[config.mk]
export PLATFORM = sky130hd
export DESIGN_NAME = dps_sci
export DESIGN_NICKNAME = d
export VERILOG_FILES = /design/src/hdl/sci_pkg.sv /design/src/hdl/sci_uart_if.sv /design/src/hdl/dps_sci.sv /design/src/hdl/uart.sv /design/src/hdl/uart_rx.sv /design/src/hdl/uart_tx.sv /design/src/hdl/sci_fifo.sv /design/src/hdl/sci_baud_gen.sv
export VERILOG_INCLUDE_DIRS = /design/src /design/src/hdl
export SDC_FILE = /design/constraint.sdc
export NUM_CORES = 1
export LEC_CHECK = 0
export BUFFER_PORTS_ARGS = -buffer_cell sky130_fd_sc_hd__buf_4
export CORE_AREA = 2 2 129 131
export CTS_BUF_LIST = sky130_fd_sc_hd__clkbuf_8
export DETAILED_ROUTE_END_ITERATION = 7
export DIE_AREA = 0 0 131 133
export GPL_TIMING_DRIVEN = 1
export PLACE_DENSITY = 0.74
export SYNTH_ARGS = -nofsm -noshare
export SYNTH_HDL_FRONTEND = slang
export SYNTH_SLANG_ARGS = --single-unit
[constraint.sdc]
create_clock -name iIF_CLOCK -period 3.4 [get_ports iIF_CLOCK]
set_input_delay 0.34 -clock iIF_CLOCK [delete_from_list [all_inputs] [get_ports iIF_CLOCK]]
set_output_delay 0.34 -clock iIF_CLOCK [all_outputs]
set_load 0.01 [all_outputs]
[src/hdl/sci_params.svh]
`ifndef SCI_PARAMS_SVH
`define SCI_PARAMS_SVH

// FIFO geometry, same for transmit and receive
`define SCI_FIFO_DEPTH 8
`define SCI_FIFO_AW 3

// Ticks per bit on the line
`define SCI_OVERSAMPLE 16

// Clock cycles per tick for each baud select step
`define SCI_DIV_UNIT 4

// Register word addresses
`define SCI_ADDR_TX 2'd0
`define SCI_ADDR_RX 2'd1
`define SCI_ADDR_CFG 2'd2

`endif
[src/hdl/sci_pkg.sv]
`default_nettype none

`include "sci_params.svh"

package sci_pkg;

	typedef logic [7:0] sci_byte_t;
	typedef logic [1:0] sci_addr_t;
	typedef logic [3:0] sci_bdr_t;

	// Bit 0 byte received, bit 1 transmitter idle, bit 2 receive overflow
	typedef logic [2:0] sci_ire_t;

	// One bit wider than the pointers so that a full FIFO can be counted
	typedef logic [`SCI_FIFO_AW:0] sci_fifo_cnt_t;

	typedef enum logic [1:0] {
		tx_idle,
		tx_start,
		tx_data,
		tx_stop
	} tx_state_t;

	typedef enum logic [1:0] {
		rx_idle,
		rx_start,
		rx_data,
		rx_stop
	} rx_state_t;

endpackage

`default_nettype wire

[src/hdl/sci_uart_if.sv]
`default_nettype none
`timescale 1ns/10ps

interface sci_uart_if;

	// Register block to UART
	logic tx_en;
	logic rx_en;
	logic tx_push;
	sci_pkg::sci_byte_t tx_data;
	logic rx_pop;

	// UART to register block
	logic tx_full;
	logic rx_empty;
	sci_pkg::sci_byte_t rx_data;
	logic ev_rx_byte;
	logic ev_tx_idle;
	logic ev_rx_ovf;

	modport regs (
		output tx_en, rx_en, tx_push, tx_data, rx_pop,
		input tx_full, rx_empty, rx_data, ev_rx_byte, ev_tx_idle, ev_rx_ovf
	);

	modport uart (
		input tx_en, rx_en, tx_push, tx_data, rx_pop,
		output tx_full, rx_empty, rx_data, ev_rx_byte, ev_tx_idle, ev_rx_ovf
	);

endinterface

`default_nettype wire

[src/hdl/dps_sci.sv]
`default_nettype none
`timescale 1ns/10ps

`include "sci_params.svh"

module dps_sci (
	input wire logic iIF_CLOCK,
	input wire logic inRESET,
	// CPU bus
	input wire logic iREQ_VALID,
	output logic oREQ_BUSY,
	input wire logic iREQ_RW,
	input sci_pkg::sci_addr_t iREQ_ADDR,
	input wire logic [31:0] iREQ_DATA,
	output logic oREQ_VALID,
	output logic [31:0] oREQ_DATA,
	// Interrupt
	output logic oIRQ_VALID,
	input wire logic iIRQ_ACK,
	// Serial line
	output logic oUART_TXD,
	input wire logic iUART_RXD
);

	typedef enum logic {
		irq_idle,
		irq_pend
	} irq_state_t;

	logic cfg_ten;
	logic cfg_ren;
	sci_pkg::sci_bdr_t cfg_bdr;
	sci_pkg::sci_ire_t cfg_ire;

	logic wr_tx;
	logic wr_cfg;
	logic rd_rx;
	logic rd_cfg;
	logic baud_tick;
	logic irq_event;
	irq_state_t irq_state;

	sci_uart_if sci_bus ();

	assign wr_tx = iREQ_VALID && iREQ_RW && (iREQ_ADDR == `SCI_ADDR_TX);
	assign wr_cfg = iREQ_VALID && iREQ_RW && (iREQ_ADDR == `SCI_ADDR_CFG);
	assign rd_rx = iREQ_VALID && !iREQ_RW && (iREQ_ADDR == `SCI_ADDR_RX);
	assign rd_cfg = iREQ_VALID && !iREQ_RW && (iREQ_ADDR == `SCI_ADDR_CFG);

	// Layout: ten[0], ren[1], bdr[5:2], ire[8:6]
	always_ff @(posedge iIF_CLOCK or negedge inRESET) begin
		if (!inRESET) begin
			cfg_ten <= 1'b0;
			cfg_ren <= 1'b0;
			cfg_bdr <= '0;
			cfg_ire <= '0;
		end else if (wr_cfg) begin
			cfg_ten <= iREQ_DATA[0];
			cfg_ren <= iREQ_DATA[1];
			cfg_bdr <= iREQ_DATA[5:2];
			cfg_ire <= iREQ_DATA[8:6];
		end
	end

	// Strobes only fire when the FIFO can take them
	assign sci_bus.tx_en = cfg_ten;
	assign sci_bus.rx_en = cfg_ren;
	assign sci_bus.tx_push = wr_tx && !sci_bus.tx_full;
	assign sci_bus.tx_data = iREQ_DATA[7:0];
	assign sci_bus.rx_pop = rd_rx && !sci_bus.rx_empty;

	sci_baud_gen baud_i (
		.iIF_CLOCK (iIF_CLOCK),
		.inRESET (inRESET),
		.bdr (cfg_bdr),
		.tick (baud_tick)
	);

	uart uart_i (
		.iIF_CLOCK (iIF_CLOCK),
		.inRESET (inRESET),
		.tick (baud_tick),
		.rxd (iUART_RXD),
		.txd (oUART_TXD),
		.bus (sci_bus)
	);

	// Read mux, answered in the same cycle
	assign oREQ_BUSY = sci_bus.tx_full;
	assign oREQ_VALID = sci_bus.rx_pop || rd_cfg;

	always_comb begin
		if (sci_bus.rx_pop) begin
			oREQ_DATA = {1'b1, 23'd0, sci_bus.rx_data};
		end else if (rd_cfg) begin
			oREQ_DATA = {23'd0, cfg_ire, cfg_bdr, cfg_ren, cfg_ten};
		end else begin
			oREQ_DATA = 32'd0;
		end
	end

	// Masked event sources
	assign irq_event = |(cfg_ire & {sci_bus.ev_rx_ovf, sci_bus.ev_tx_idle, sci_bus.ev_rx_byte});

	always_ff @(posedge iIF_CLOCK or negedge inRESET) begin
		if (!inRESET) begin
			irq_state <= irq_idle;
		end else begin
			case (irq_state)
				irq_idle: begin
					if (irq_event) begin
						irq_state <= irq_pend;
					end
				end
				irq_pend: begin
					// A new event in the ack cycle keeps the request up
					if (iIRQ_ACK && !irq_event) begin
						irq_state <= irq_idle;
					end
				end
				default: irq_state <= irq_idle;
			endcase
		end
	end

	assign oIRQ_VALID = (irq_state == irq_pend);

endmodule

`default_nettype wire

[src/hdl/uart.sv]
`default_nettype none
`timescale 1ns/10ps

module uart (
	input wire logic iIF_CLOCK,
	input wire logic inRESET,
	input wire logic tick,
	input wire logic rxd,
	output logic txd,
	sci_uart_if.uart bus
);

	sci_pkg::sci_byte_t tx_head;
	logic tx_empty;
	logic tx_pop;
	logic tx_done;
	sci_pkg::sci_byte_t rx_byte;
	logic rx_valid;
	logic rx_full;

	// Transmit side
	sci_fifo tx_fifo_i (
		.iIF_CLOCK (iIF_CLOCK),
		.inRESET (inRESET),
		.push (bus.tx_push),
		.wdata (bus.tx_data),
		.pop (tx_pop),
		.rdata (tx_head),
		.full (bus.tx_full),
		.empty (tx_empty),
		.ovf ()
	);

	uart_tx tx_i (
		.iIF_CLOCK (iIF_CLOCK),
		.inRESET (inRESET),
		.tick (tick),
		.en (bus.tx_en),
		.fifo_empty (tx_empty),
		.fifo_data (tx_head),
		.fifo_pop (tx_pop),
		.txd (txd),
		.done (tx_done)
	);

	// Receive side
	uart_rx rx_i (
		.iIF_CLOCK (iIF_CLOCK),
		.inRESET (inRESET),
		.tick (tick),
		.en (bus.rx_en),
		.rxd (rxd),
		.byte_valid (rx_valid),
		.byte_data (rx_byte)
	);

	sci_fifo rx_fifo_i (
		.iIF_CLOCK (iIF_CLOCK),
		.inRESET (inRESET),
		.push (rx_valid),
		.wdata (rx_byte),
		.pop (bus.rx_pop),
		.rdata (bus.rx_data),
		.full (rx_full),
		.empty (bus.rx_empty),
		.ovf (bus.ev_rx_ovf)
	);

	// Only bytes that made it into the FIFO count as received
	assign bus.ev_rx_byte = rx_valid && !rx_full;

	// Frame finished and nothing left to send
	assign bus.ev_tx_idle = tx_done && tx_empty;

endmodule

`default_nettype wire

[src/hdl/uart_rx.sv]
`default_nettype none
`timescale 1ns/10ps

`include "sci_params.svh"

module uart_rx (
	input wire logic iIF_CLOCK,
	input wire logic inRESET,
	input wire logic tick,
	input wire logic en,
	input wire logic rxd,
	output logic byte_valid,
	output sci_pkg::sci_byte_t byte_data
);

	logic [1:0] sync;
	logic rxd_s;
	sci_pkg::rx_state_t state;
	logic [3:0] tick_cnt;
	logic [2:0] bit_idx;
	logic half_bit;
	logic full_bit;

	// Two flop synchronizer, idles high like the line
	always_ff @(posedge iIF_CLOCK or negedge inRESET) begin
		if (!inRESET) begin
			sync <= 2'b11;
		end else begin
			sync <= {sync[0], rxd};
		end
	end

	assign rxd_s = sync[1];

	assign half_bit = tick && (tick_cnt == 4'(`SCI_OVERSAMPLE / 2 - 1));
	assign full_bit = tick && (tick_cnt == 4'(`SCI_OVERSAMPLE - 1));

	// Stop bit sampled high, byte goes to the FIFO at this edge
	assign byte_valid = full_bit && (state == sci_pkg::rx_stop) && rxd_s;

	always_ff @(posedge iIF_CLOCK) begin
		if (full_bit && state == sci_pkg::rx_data) begin
			byte_data <= {rxd_s, byte_data[7:1]};
		end
	end

	always_ff @(posedge iIF_CLOCK or negedge inRESET) begin
		if (!inRESET) begin
			state <= sci_pkg::rx_idle;
			tick_cnt <= '0;
			bit_idx <= '0;
		end else begin
			case (state)
				sci_pkg::rx_idle: begin
					tick_cnt <= '0;
					if (tick && en && !rxd_s) begin
						state <= sci_pkg::rx_start;
					end
				end
				sci_pkg::rx_start: begin
					if (half_bit) begin
						tick_cnt <= '0;
						bit_idx <= '0;
						// A glitch back to high is not a start bit
						state <= rxd_s ? sci_pkg::rx_idle : sci_pkg::rx_data;
					end else if (tick) begin
						tick_cnt <= tick_cnt + 1'b1;
					end
				end
				sci_pkg::rx_data: begin
					if (tick) begin
						tick_cnt <= tick_cnt + 1'b1;
					end
					if (full_bit) begin
						bit_idx <= bit_idx + 1'b1;
						if (bit_idx == 3'd7) begin
							state <= sci_pkg::rx_stop;
						end
					end
				end
				sci_pkg::rx_stop: begin
					if (tick) begin
						tick_cnt <= tick_cnt + 1'b1;
					end
					if (full_bit) begin
						state <= sci_pkg::rx_idle;
					end
				end
				default: state <= sci_pkg::rx_idle;
			endcase
		end
	end

endmodule

`default_nettype wire

[src/hdl/uart_tx.sv]
`default_nettype none
`timescale 1ns/10ps

`include "sci_params.svh"

module uart_tx (
	input wire logic iIF_CLOCK,
	input wire logic inRESET,
	input wire logic tick,
	input wire logic en,
	input wire logic fifo_empty,
	input sci_pkg::sci_byte_t fifo_data,
	output logic fifo_pop,
	output logic txd,
	output logic done
);

	sci_pkg::tx_state_t state;
	logic [3:0] tick_cnt;
	logic [2:0] bit_idx;
	sci_pkg::sci_byte_t shift;
	logic bit_end;

	// Last tick of the current bit
	assign bit_end = tick && (tick_cnt == 4'(`SCI_OVERSAMPLE - 1));

	assign fifo_pop = tick && en && !fifo_empty && (state == sci_pkg::tx_idle);
	assign done = bit_end && (state == sci_pkg::tx_stop);

	always_ff @(posedge iIF_CLOCK) begin
		if (fifo_pop) begin
			shift <= fifo_data;
		end else if (bit_end && state == sci_pkg::tx_data) begin
			shift <= {1'b0, shift[7:1]};
		end
	end

	always_ff @(posedge iIF_CLOCK or negedge inRESET) begin
		if (!inRESET) begin
			state <= sci_pkg::tx_idle;
			tick_cnt <= '0;
			bit_idx <= '0;
			txd <= 1'b1;
		end else begin
			if (tick) begin
				tick_cnt <= (state == sci_pkg::tx_idle) ? 4'd0 : tick_cnt + 1'b1;
			end
			case (state)
				sci_pkg::tx_idle: begin
					if (fifo_pop) begin
						state <= sci_pkg::tx_start;
						txd <= 1'b0;
					end
				end
				sci_pkg::tx_start: begin
					if (bit_end) begin
						state <= sci_pkg::tx_data;
						bit_idx <= '0;
						txd <= shift[0];
					end
				end
				sci_pkg::tx_data: begin
					if (bit_end) begin
						if (bit_idx == 3'd7) begin
							state <= sci_pkg::tx_stop;
							txd <= 1'b1;
						end else begin
							bit_idx <= bit_idx + 1'b1;
							txd <= shift[1];
						end
					end
				end
				sci_pkg::tx_stop: begin
					if (bit_end) begin
						state <= sci_pkg::tx_idle;
					end
				end
				default: state <= sci_pkg::tx_idle;
			endcase
		end
	end

endmodule

`default_nettype wire

[src/hdl/sci_fifo.sv]
`default_nettype none
`timescale 1ns/10ps

`include "sci_params.svh"

module sci_fifo (
	input wire logic iIF_CLOCK,
	input wire logic inRESET,
	input wire logic push,
	input sci_pkg::sci_byte_t wdata,
	input wire logic pop,
	output sci_pkg::sci_byte_t rdata,
	output logic full,
	output logic empty,
	output logic ovf
);

	sci_pkg::sci_byte_t mem [`SCI_FIFO_DEPTH];

	logic [`SCI_FIFO_AW-1:0] wr_ptr;
	logic [`SCI_FIFO_AW-1:0] rd_ptr;
	sci_pkg::sci_fifo_cnt_t count;
	logic do_push;
	logic do_pop;

	assign full = (count == sci_pkg::sci_fifo_cnt_t'(`SCI_FIFO_DEPTH));
	assign empty = (count == '0);

	assign do_push = push && !full;
	assign do_pop = pop && !empty;

	// A push into a full buffer is lost
	assign ovf = push && full;

	always_ff @(posedge iIF_CLOCK) begin
		if (do_push) begin
			mem[wr_ptr] <= wdata;
		end
	end

	always_ff @(posedge iIF_CLOCK or negedge inRESET) begin
		if (!inRESET) begin
			wr_ptr <= '0;
			rd_ptr <= '0;
			count <= '0;
		end else begin
			if (do_push) begin
				wr_ptr <= wr_ptr + 1'b1;
			end
			if (do_pop) begin
				rd_ptr <= rd_ptr + 1'b1;
			end
			case ({do_push, do_pop})
				2'b10: count <= count + 1'b1;
				2'b01: count <= count - 1'b1;
				default: count <= count;
			endcase
		end
	end

	// Head of queue is visible without a read cycle
	assign rdata = mem[rd_ptr];

endmodule

`default_nettype wire

[src/hdl/sci_baud_gen.sv]
`default_nettype none
`timescale 1ns/10ps

`include "sci_params.svh"

module sci_baud_gen (
	input wire logic iIF_CLOCK,
	input wire logic inRESET,
	input sci_pkg::sci_bdr_t bdr,
	output logic tick
);

	// Wide enough for the slowest divider, 16 steps of the unit
	localparam int CW = 7;

	logic [CW-1:0] cnt;
	logic [CW-1:0] reload;

	// Tick period is (bdr + 1) units, counted from reload down to zero
	assign reload = CW'((int'(bdr) + 1) * `SCI_DIV_UNIT - 1);

	always_ff @(posedge iIF_CLOCK or negedge inRESET) begin
		if (!inRESET) begin
			cnt <= '0;
		end else if (cnt == '0) begin
			cnt <= reload;
		end else begin
			cnt <= cnt - 1'b1;
		end
	end

	assign tick = (cnt == '0);

endmodule

`default_nettype wire

## Yosys cells after proc, flatten, opt, wreduce, memory -nomap -nowiden

Memories as Yosys holds them, arrays and structs flattened.
Index checks and enable logic that the tools add are counted.

| storage, ports and cells | value |
|---|---|
| register bits | 74 |
| memory bits (writable) | 128 |
| bits of input ports | 40 |
| output and inout bits | 36 |
| logic and storage cells | 169 |
| memories | 2 |

Memories:

| name | depth | bits a word | rd ports | clocked after Yosys merged registers in | wr ports | line | text |
|---|---|---|---|---|---|---|---|
| uart_i.rx_fifo_i.mem | 8 | 8 | 1 | 0 | 1 | sci_fifo.sv:18 | `` sci_pkg::sci_byte_t mem [`SCI_FIFO_DEPTH]; `` |
| uart_i.tx_fifo_i.mem | 8 | 8 | 1 | 0 | 1 | sci_fifo.sv:18 |  |

| cells by class | value |
|---|---|
| add/subtract/negate cells | 15 |
| equal/unequal tests | 30 |
| multiplexer cells | 43 |
| bitwise logic cells | 2 |
| reductions and logical operators | 55 |

Operators by type and width:

| operator | count |
|---|---|
| $mux 32 | 1 |
| $logic_and 1x1->1 | 28 |
| $mux 2 | 11 |
| $add 3x1->3 const B | 6 |
| $add 4x1->4 const B | 4 |
| $eq 4x4->1 const B | 4 |
| $mux 8 | 2 |
| $ne 2x2->1 const B | 8 |
| $pmux 2 s4 | 2 |
| $pmux 4 s2 | 2 |
| $mux 3 | 5 |
| $eq 2x2->1 const B | 7 |
| $mux 4 | 3 |
| $pmux 3 s2 | 2 |
| $pmux 4 s3 | 1 |
| $eq 2x1->1 const B | 5 |
| $mux 1 | 10 |
| $reduce_and 5->1 | 2 |
| $reduce_bool 2->1 | 5 |
| $mux 9 | 1 |
| $logic_not 4->1 | 2 |
| $reduce_and 4->1 | 2 |
| $sub 4x1->4 const B | 2 |
| $logic_not 1->1 | 7 |
| 18 further kinds | 23 |

## Longest topological paths before layout

| logic depth | value |
|---|---|
| depth in word-level cells | 11 |
| mapped depth | 15 |
| depth with buffers taken out | 13 |

## Hierarchy

Synthesis repeated with hierarchy kept, for this count alone.

| second synthesis, totals | value |
|---|---|
| cell total of the unflattened synthesis | 594 |
| area, all modules | 9379.0 sq um |

By module, submodules not included:

| module | times used | cells an instance | area an instance (sq um) | sequential area each (sq um) |
|---|---|---|---|---|
| sci_fifo (uart_i.tx_fifo_i) | 1 | 163 | 3143.0 | 2172.1 |
| sci_fifo (uart_i.rx_fifo_i) | 1 | 161 | 3130.5 | 2172.1 |
| uart_tx | 1 | 84 | 1022.2 | 491.7 |
| uart_rx | 1 | 64 | 823.3 | 518.0 |
| dps_sci | 1 | 65 | 724.4 | 250.2 |
| sci_baud_gen | 1 | 55 | 515.5 | 175.2 |
| uart | 1 | 2 | 20.0 | 0.0 |

## Worst setup path before layout

No wires, ideal clock.

| timing | value |
|---|---|
| kind | reg2reg |
| from | register baud_i.cnt[0] |
| to | register uart_i.rx_fifo_i.count[3] |
| library setup time | 0.125 ns |
| arrival time | 3.030 ns |
| required time | 3.275 ns |
| setup slack | 0.245 ns |
| stages on the path, launching flop included | 15 |
| buffers on the path | 1 |
| period minus slack after synthesis | 3.155 ns |
| cell sequence | dfrtp_1 > inv_1 > ha_1 > or4b_4 > buf_6 > nor3_1 > and3_2 > inv_2 > ha_1 > ha_1 > a21o_1 > a21oi_1 > xnor2_1 > nor2_1 > xor2_1 |

| on the way | value |
|---|---|
| cells in the longest elaborated chain, start to end | 7 |
| elaborated cells on any way between the ends | 9 |
| those cells by class | eq/ne (2); mux (1); reduce/logical (6) |

Ends and longest elaborated chain:

| element | line | text |
|---|---|---|
| from (decl) | sci_baud_gen.sv:16 | `logic [CW-1:0] cnt;` |
| from (signal assigned) | sci_baud_gen.sv:26 | `cnt <= reload;` |
| from (signal assigned) | sci_baud_gen.sv:28 | `cnt <= cnt - 1'b1;` |
| $logic_not 7->1 (*) | sci_baud_gen.sv:32 | `assign tick = (cnt == '0);` |
| $logic_and 1x1->1 (*) | uart_rx.sv:36 | `` assign full_bit = tick && (tick_cnt == 4'(`SCI_OVERSAMPLE - 1)); `` |
| $logic_and 1x1->1 (*) (2 in a row) | uart_rx.sv:39 | `assign byte_valid = full_bit && (state == sci_pkg::rx_stop) && rxd_s;` |
| $logic_and 1x1->1 (*) | sci_fifo.sv:29 | `assign do_push = push && !full;` |
| $eq 2x1->1 or $eq 2x2->1 (tied branches) | sci_fifo.sv:53 | `case ({do_push, do_pop})` |
| $pmux 4 s2 or $reduce_bool 2->1 (tied branches) | - |  |
| to (signal assigned) | sci_fifo.sv:54 | `2'b10: count <= count + 1'b1;` |
| to (signal assigned) | sci_fifo.sv:55 | `2'b01: count <= count - 1'b1;` |
| to (signal assigned) | sci_fifo.sv:56 | `default: count <= count;` |
| to (decl) | sci_fifo.sv:22 | `sci_pkg::sci_fifo_cnt_t count;` |

Every way passes the cells marked *; elsewhere a longest branch is shown, timed or not.
A chain may end at the register's enable or synchronous reset.

## Worst setup path after layout

Same ends and word-level chain as after synthesis.

==> results by group <==
Drt
  • First DRT Iteration DRCs: 319
  • Routed Wire Length: 16.7 mm
  • DR DRC count: 0
  • Via Count: 4,879
  • Final ANT Viol Nets: 0
  • Vias per cell: 5.41
  • Number of detailed-route iterations in the first pass: 4
  • Routed len/inst: 18.5 um

Power
  • Peak VDD IR: 0.351 mV
  • Clock share of power: 32.9%
  • Pwr per Cell Area: 629 nW/um^2
  • Switching part of the total power: 27.7%
  • Total power: 6.26 mW
  • Switching power: 1.73 mW
  • Int Pwr: 4.52 mW
  • Leakage: 3.78 nW
  • Reg power frac: 49.4%
  • Combinational power share: 17.7%

Global route
  • Pin count of the biggest net entering global routing: 59
  • Overall Global Routing Usage: 20.4%
  • Grt total ovfl: 0
  • Met2 usage: 35.1%
  • M3 GR Usage: 4.00%
  • Met1 global-route usage: 25.3%
  • Vias in the first global route: 5,021
  • First-pass GRT wire length: 26.8 mm
  • Antenna violations before repair: 0
  • GR peak layer: met2

Clock network
  • Clk root buf: clkbuf_8
  • Clock Latency Late Sink: 0.52 ns
  • CTS Buf Count: 34
  • Clock sink count: 202
  • H-tree depth: 2
  • CTS tree: done
  • CTS max path bufs: 3
  • CTS clk-pin slew, worst paths: 0.06 ns
  • PostCTS Resize Cnt: 0
  • Number of setup buffers added after CTS: 0

Critical path
  • CP Capture Point: uart_i.rx_fifo_i.count[3]
  • Setup crit end kind: flip-flop
  • R2R depth: 13
  • Crit start category: flip-flop
  • Required @ worst endpoint: 3.79 ns
  • FF-to-FF End: uart_i.rx_fifo_i.count[3]
  • CP arrival: 3.53 ns
  • Crit Path Max Fanout: 9
  • Critical path class: reg2reg
  • Worst R2R Start: baud_i.cnt[0]
  • Reg2reg setup slack: 0.27 ns
  • CP Launch Point: baud_i.cnt[0]

Yosys
  • Mux contribution to synthesized area: 11.9%
  • XOR/XNOR Fraction of Synth Area: 2.39%
  • Adder-Cell Fraction of Synth Area: 3.63%
  • Synth area leaders: edfxtp_1 49%, dfrtp_1 16%, mux4_2 8.2%, ha_1 3.4%, nand2_1 2.3%
  • Synthesized flop and latch total: 202
  • Number of synthesized flops with an enable pin: 144
  • Netlist cell types: 55
  • Syn Std Cell Area: 8810 sq um
  • Register area share after synthesis: 65.6%
  • Synth warnings: 0
  • Synth async-reset ratio: 28.7%
  • Largest family of logic cells by synthesized area: multiplexers
  • Syn Inst Count: 591
  • Mean area per synthesized cell: 14.9 sq um
  • Simple-Gate Fraction of Synth Area: 8.26%
  • Post-synth top area cell: edfxtp_1
  • Compound-Gate Fraction of Synth Area: 4.32%
  • Synth top area share: 49.1%
  • Top FF cell, synth: edfxtp_1

Placed design
  • Port Buffer Count: 30
  • DP HPWL: 10.9 mm
  • Gpl congestion: 0.816
  • Place WS: 0.289 ns
  • Dpl cell area: 9270 sq um

Timing
  • Slack of the critical path: 0.267 ns
  • Worst slew pin tran: 0.871 ns
  • Pins Over Slew Limit: 0
  • Tcrit/Tclk final: 92.1%
  • RSZ-0062 raised after global routing: false
  • Final Hold Viols: 0
  • Final setup TNS: 0 ns
  • Worst hold margin: 0.0627 ns
  • Rel. slew slack: 41.7%
  • Post-layout min period: 3.13 ns
  • Setup Skew: 0.0171 ns
  • Max Freq: 0.319 GHz
  • Final setup vio count: 0

Cells and area
  • # nets final: 723
  • Layout area overhead: 12.8%
  • Diodes inserted: 0
  • Share of cells above drive strength 1: 22.1%
  • Most frequent cells in the layout: 144 x edfxtp_1, 55 x dfrtp_1, 54 x nand2_1
  • Commonest non-fill, non-tap cell in the layout: edfxtp_1
  • Fin area: 9950 sq um
  • Filler cells: 1,200

Floorplan
  • Chip height: 133 um
  • Core ar.: 16,200 sq um
  • Die area: 17,400 sq um
  • Initial Utilization: 54.5%
  • IO Pins: 76
  • Num rows: 47
  • Die extent in x: 131 um

Hold path
  • Path category of the worst min-delay check: in2reg

Outcome
  • Status: complete, no violations

Flow run
  • Max cap viols: 0
[registers in the layout (all words and copies together), names as in the netlist, named ones only]
name,count
uart_i.rx_i.sync,2
uart_i.tx_i.bit_idx,3
uart_i.rx_i.byte_data,8
uart_i.tx_i.shift,8
uart_i.tx_fifo_i.count,4
cfg_ten,1
uart_i.tx_fifo_i.rd_ptr,3
uart_i.rx_fifo_i.count,4
cfg_bdr,4
cfg_ire,3
uart_i.tx_fifo_i.mem,64
uart_i.tx_i.txd,1
cfg_ren,1
uart_i.rx_fifo_i.mem,64
baud_i.cnt,7
uart_i.rx_fifo_i.rd_ptr,3
uart_i.rx_fifo_i.wr_ptr,3
uart_i.rx_i.bit_idx,3
uart_i.tx_i.state,2
uart_i.tx_fifo_i.wr_ptr,3
uart_i.rx_i.state,1
uart_i.rx_i.tick_cnt,4
uart_i.tx_i.tick_cnt,4
oIRQ_VALID,1
[synthesized netlist by cell type (2+ instances only)]
master	number
and3_1	2
inv_1	17
buf_1	3
nor2_1	38
a21oi_1	18
buf_4	24
dfstp_2	3
o21ai_1	2
clkbuf_1	11
ha_1	24
xor2_1	11
a31oi_1	2
dfrtp_1	55
mux2_2	12
mux4_2	32
o21ai_0	27
nor2b_1	5
buf_2	2
a22o_1	3
nor4_1	3
nor3_1	12
nand3_1	5
a211oi_1	2
buf_6	3
a21o_1	3
nand2b_1	12
edfxtp_1	144
xnor2_1	13
mux2i_1	18
nand2_1	54
nand4_1	4
and4b_1	2
o22ai_1	3
[metrics by stage]
| stage | util (%) | cells |
|---|---|---|
| floorplan | - | 612 |
| global placement | 57.3 | 840 |
| detailed placement | 57.3 | 840 |
| CTS | 61.5 | 902 |
| global route | 61.5 | 902 |
| finish | 61.5 | 902 |
[per-layer routing]
layer | share of wire, % | wire [um] | vias up
li1 | - | - | 2286
met1 | 41 | 6840 | 2445
met2 | 52 | 8740 | 118
met3 | 4.5 | 752 | 30
met4 | 2.3 | 384 | 0
met5 | 0 | 0 | -
[critical path, cell delays in order, from the launching register on]
cell	delay, ns
dfrtp_1	0.39
inv_1	0.06
ha_1	0.17
or4b_4	0.55
nor3_1	0.25
and3_2	0.27
inv_2	0.10
ha_1	0.25
ha_1	0.29
a21o_1	0.17
a21oi_1	0.17
xnor2_1	0.14
nor2_1	0.07
xor2_1	0.14
[power groups by stage]
stage / combinational [mW] / clock, mW / sequential (mW)
detailed placement: 1.11 / 0 / 3.14
floorplan: 0.942 / 0 / 3.00
finish: 1.11 / 2.06 / 3.09
CTS: 1.12 / 2.11 / 3.09
global placement: 1.06 / 0 / 3.12
global route: 1.23 / 2.22 / 3.12
[worst min path at each step]
| stage | cells past startpoint | to | slack, ns | start |
|---|---|---|---|---|
| global route | 2 | cfg_ire[2] | 0.05 | iREQ_DATA[8] |
| CTS | 2 | cfg_ire[2] | 0.04 | iREQ_DATA[8] |
| floorplan | 0 | asynchronous set/reset pin | 0.04 | inRESET |
| finish | 2 | cfg_ire[2] | 0.06 | iREQ_DATA[8] |
| global placement | 0 | uart_i.rx_i.sync[1] | 0.35 | uart_i.rx_i.sync[0] |
| detailed placement | 0 | uart_i.rx_i.sync[1] | 0.35 | uart_i.rx_i.sync[0] |
[repair_timing]
item                       CTS  global route
hold buffers                 2             0
hold endpoints to repair    56             0
setup endpoints to repair    0             0
[logic make-up (layout without fill, tap and decap cells)]
group / count (synthesis) / count (layout)
adder cells (fa/ha/maj): 25 / 25
other: 1 / 22
XOR/XNOR: 24 / 24
flip-flops: 202 / 202
AO/OA/AOI/OAI: 66 / 66
multiplexers: 63 / 63
AND/OR/NAND/NOR: 149 / 149
buffers and inverters: 61 / 131
[final cells by class]
type | instances | area [sq um] | share of cell area, %
flip-flops and latches | 202 | 5780 | 58.1
multi-input cells | 349 | 2770 | 27.8
clock buffers | 39 | 537 | 5.40
repair buffers | 53 | 403 | 4.05
well taps | 220 | 275 | 2.77
clock inverters | 21 | 115 | 1.16
inverters | 18 | 67.6 | 0.679
Power figures use the tool's default switching activity.
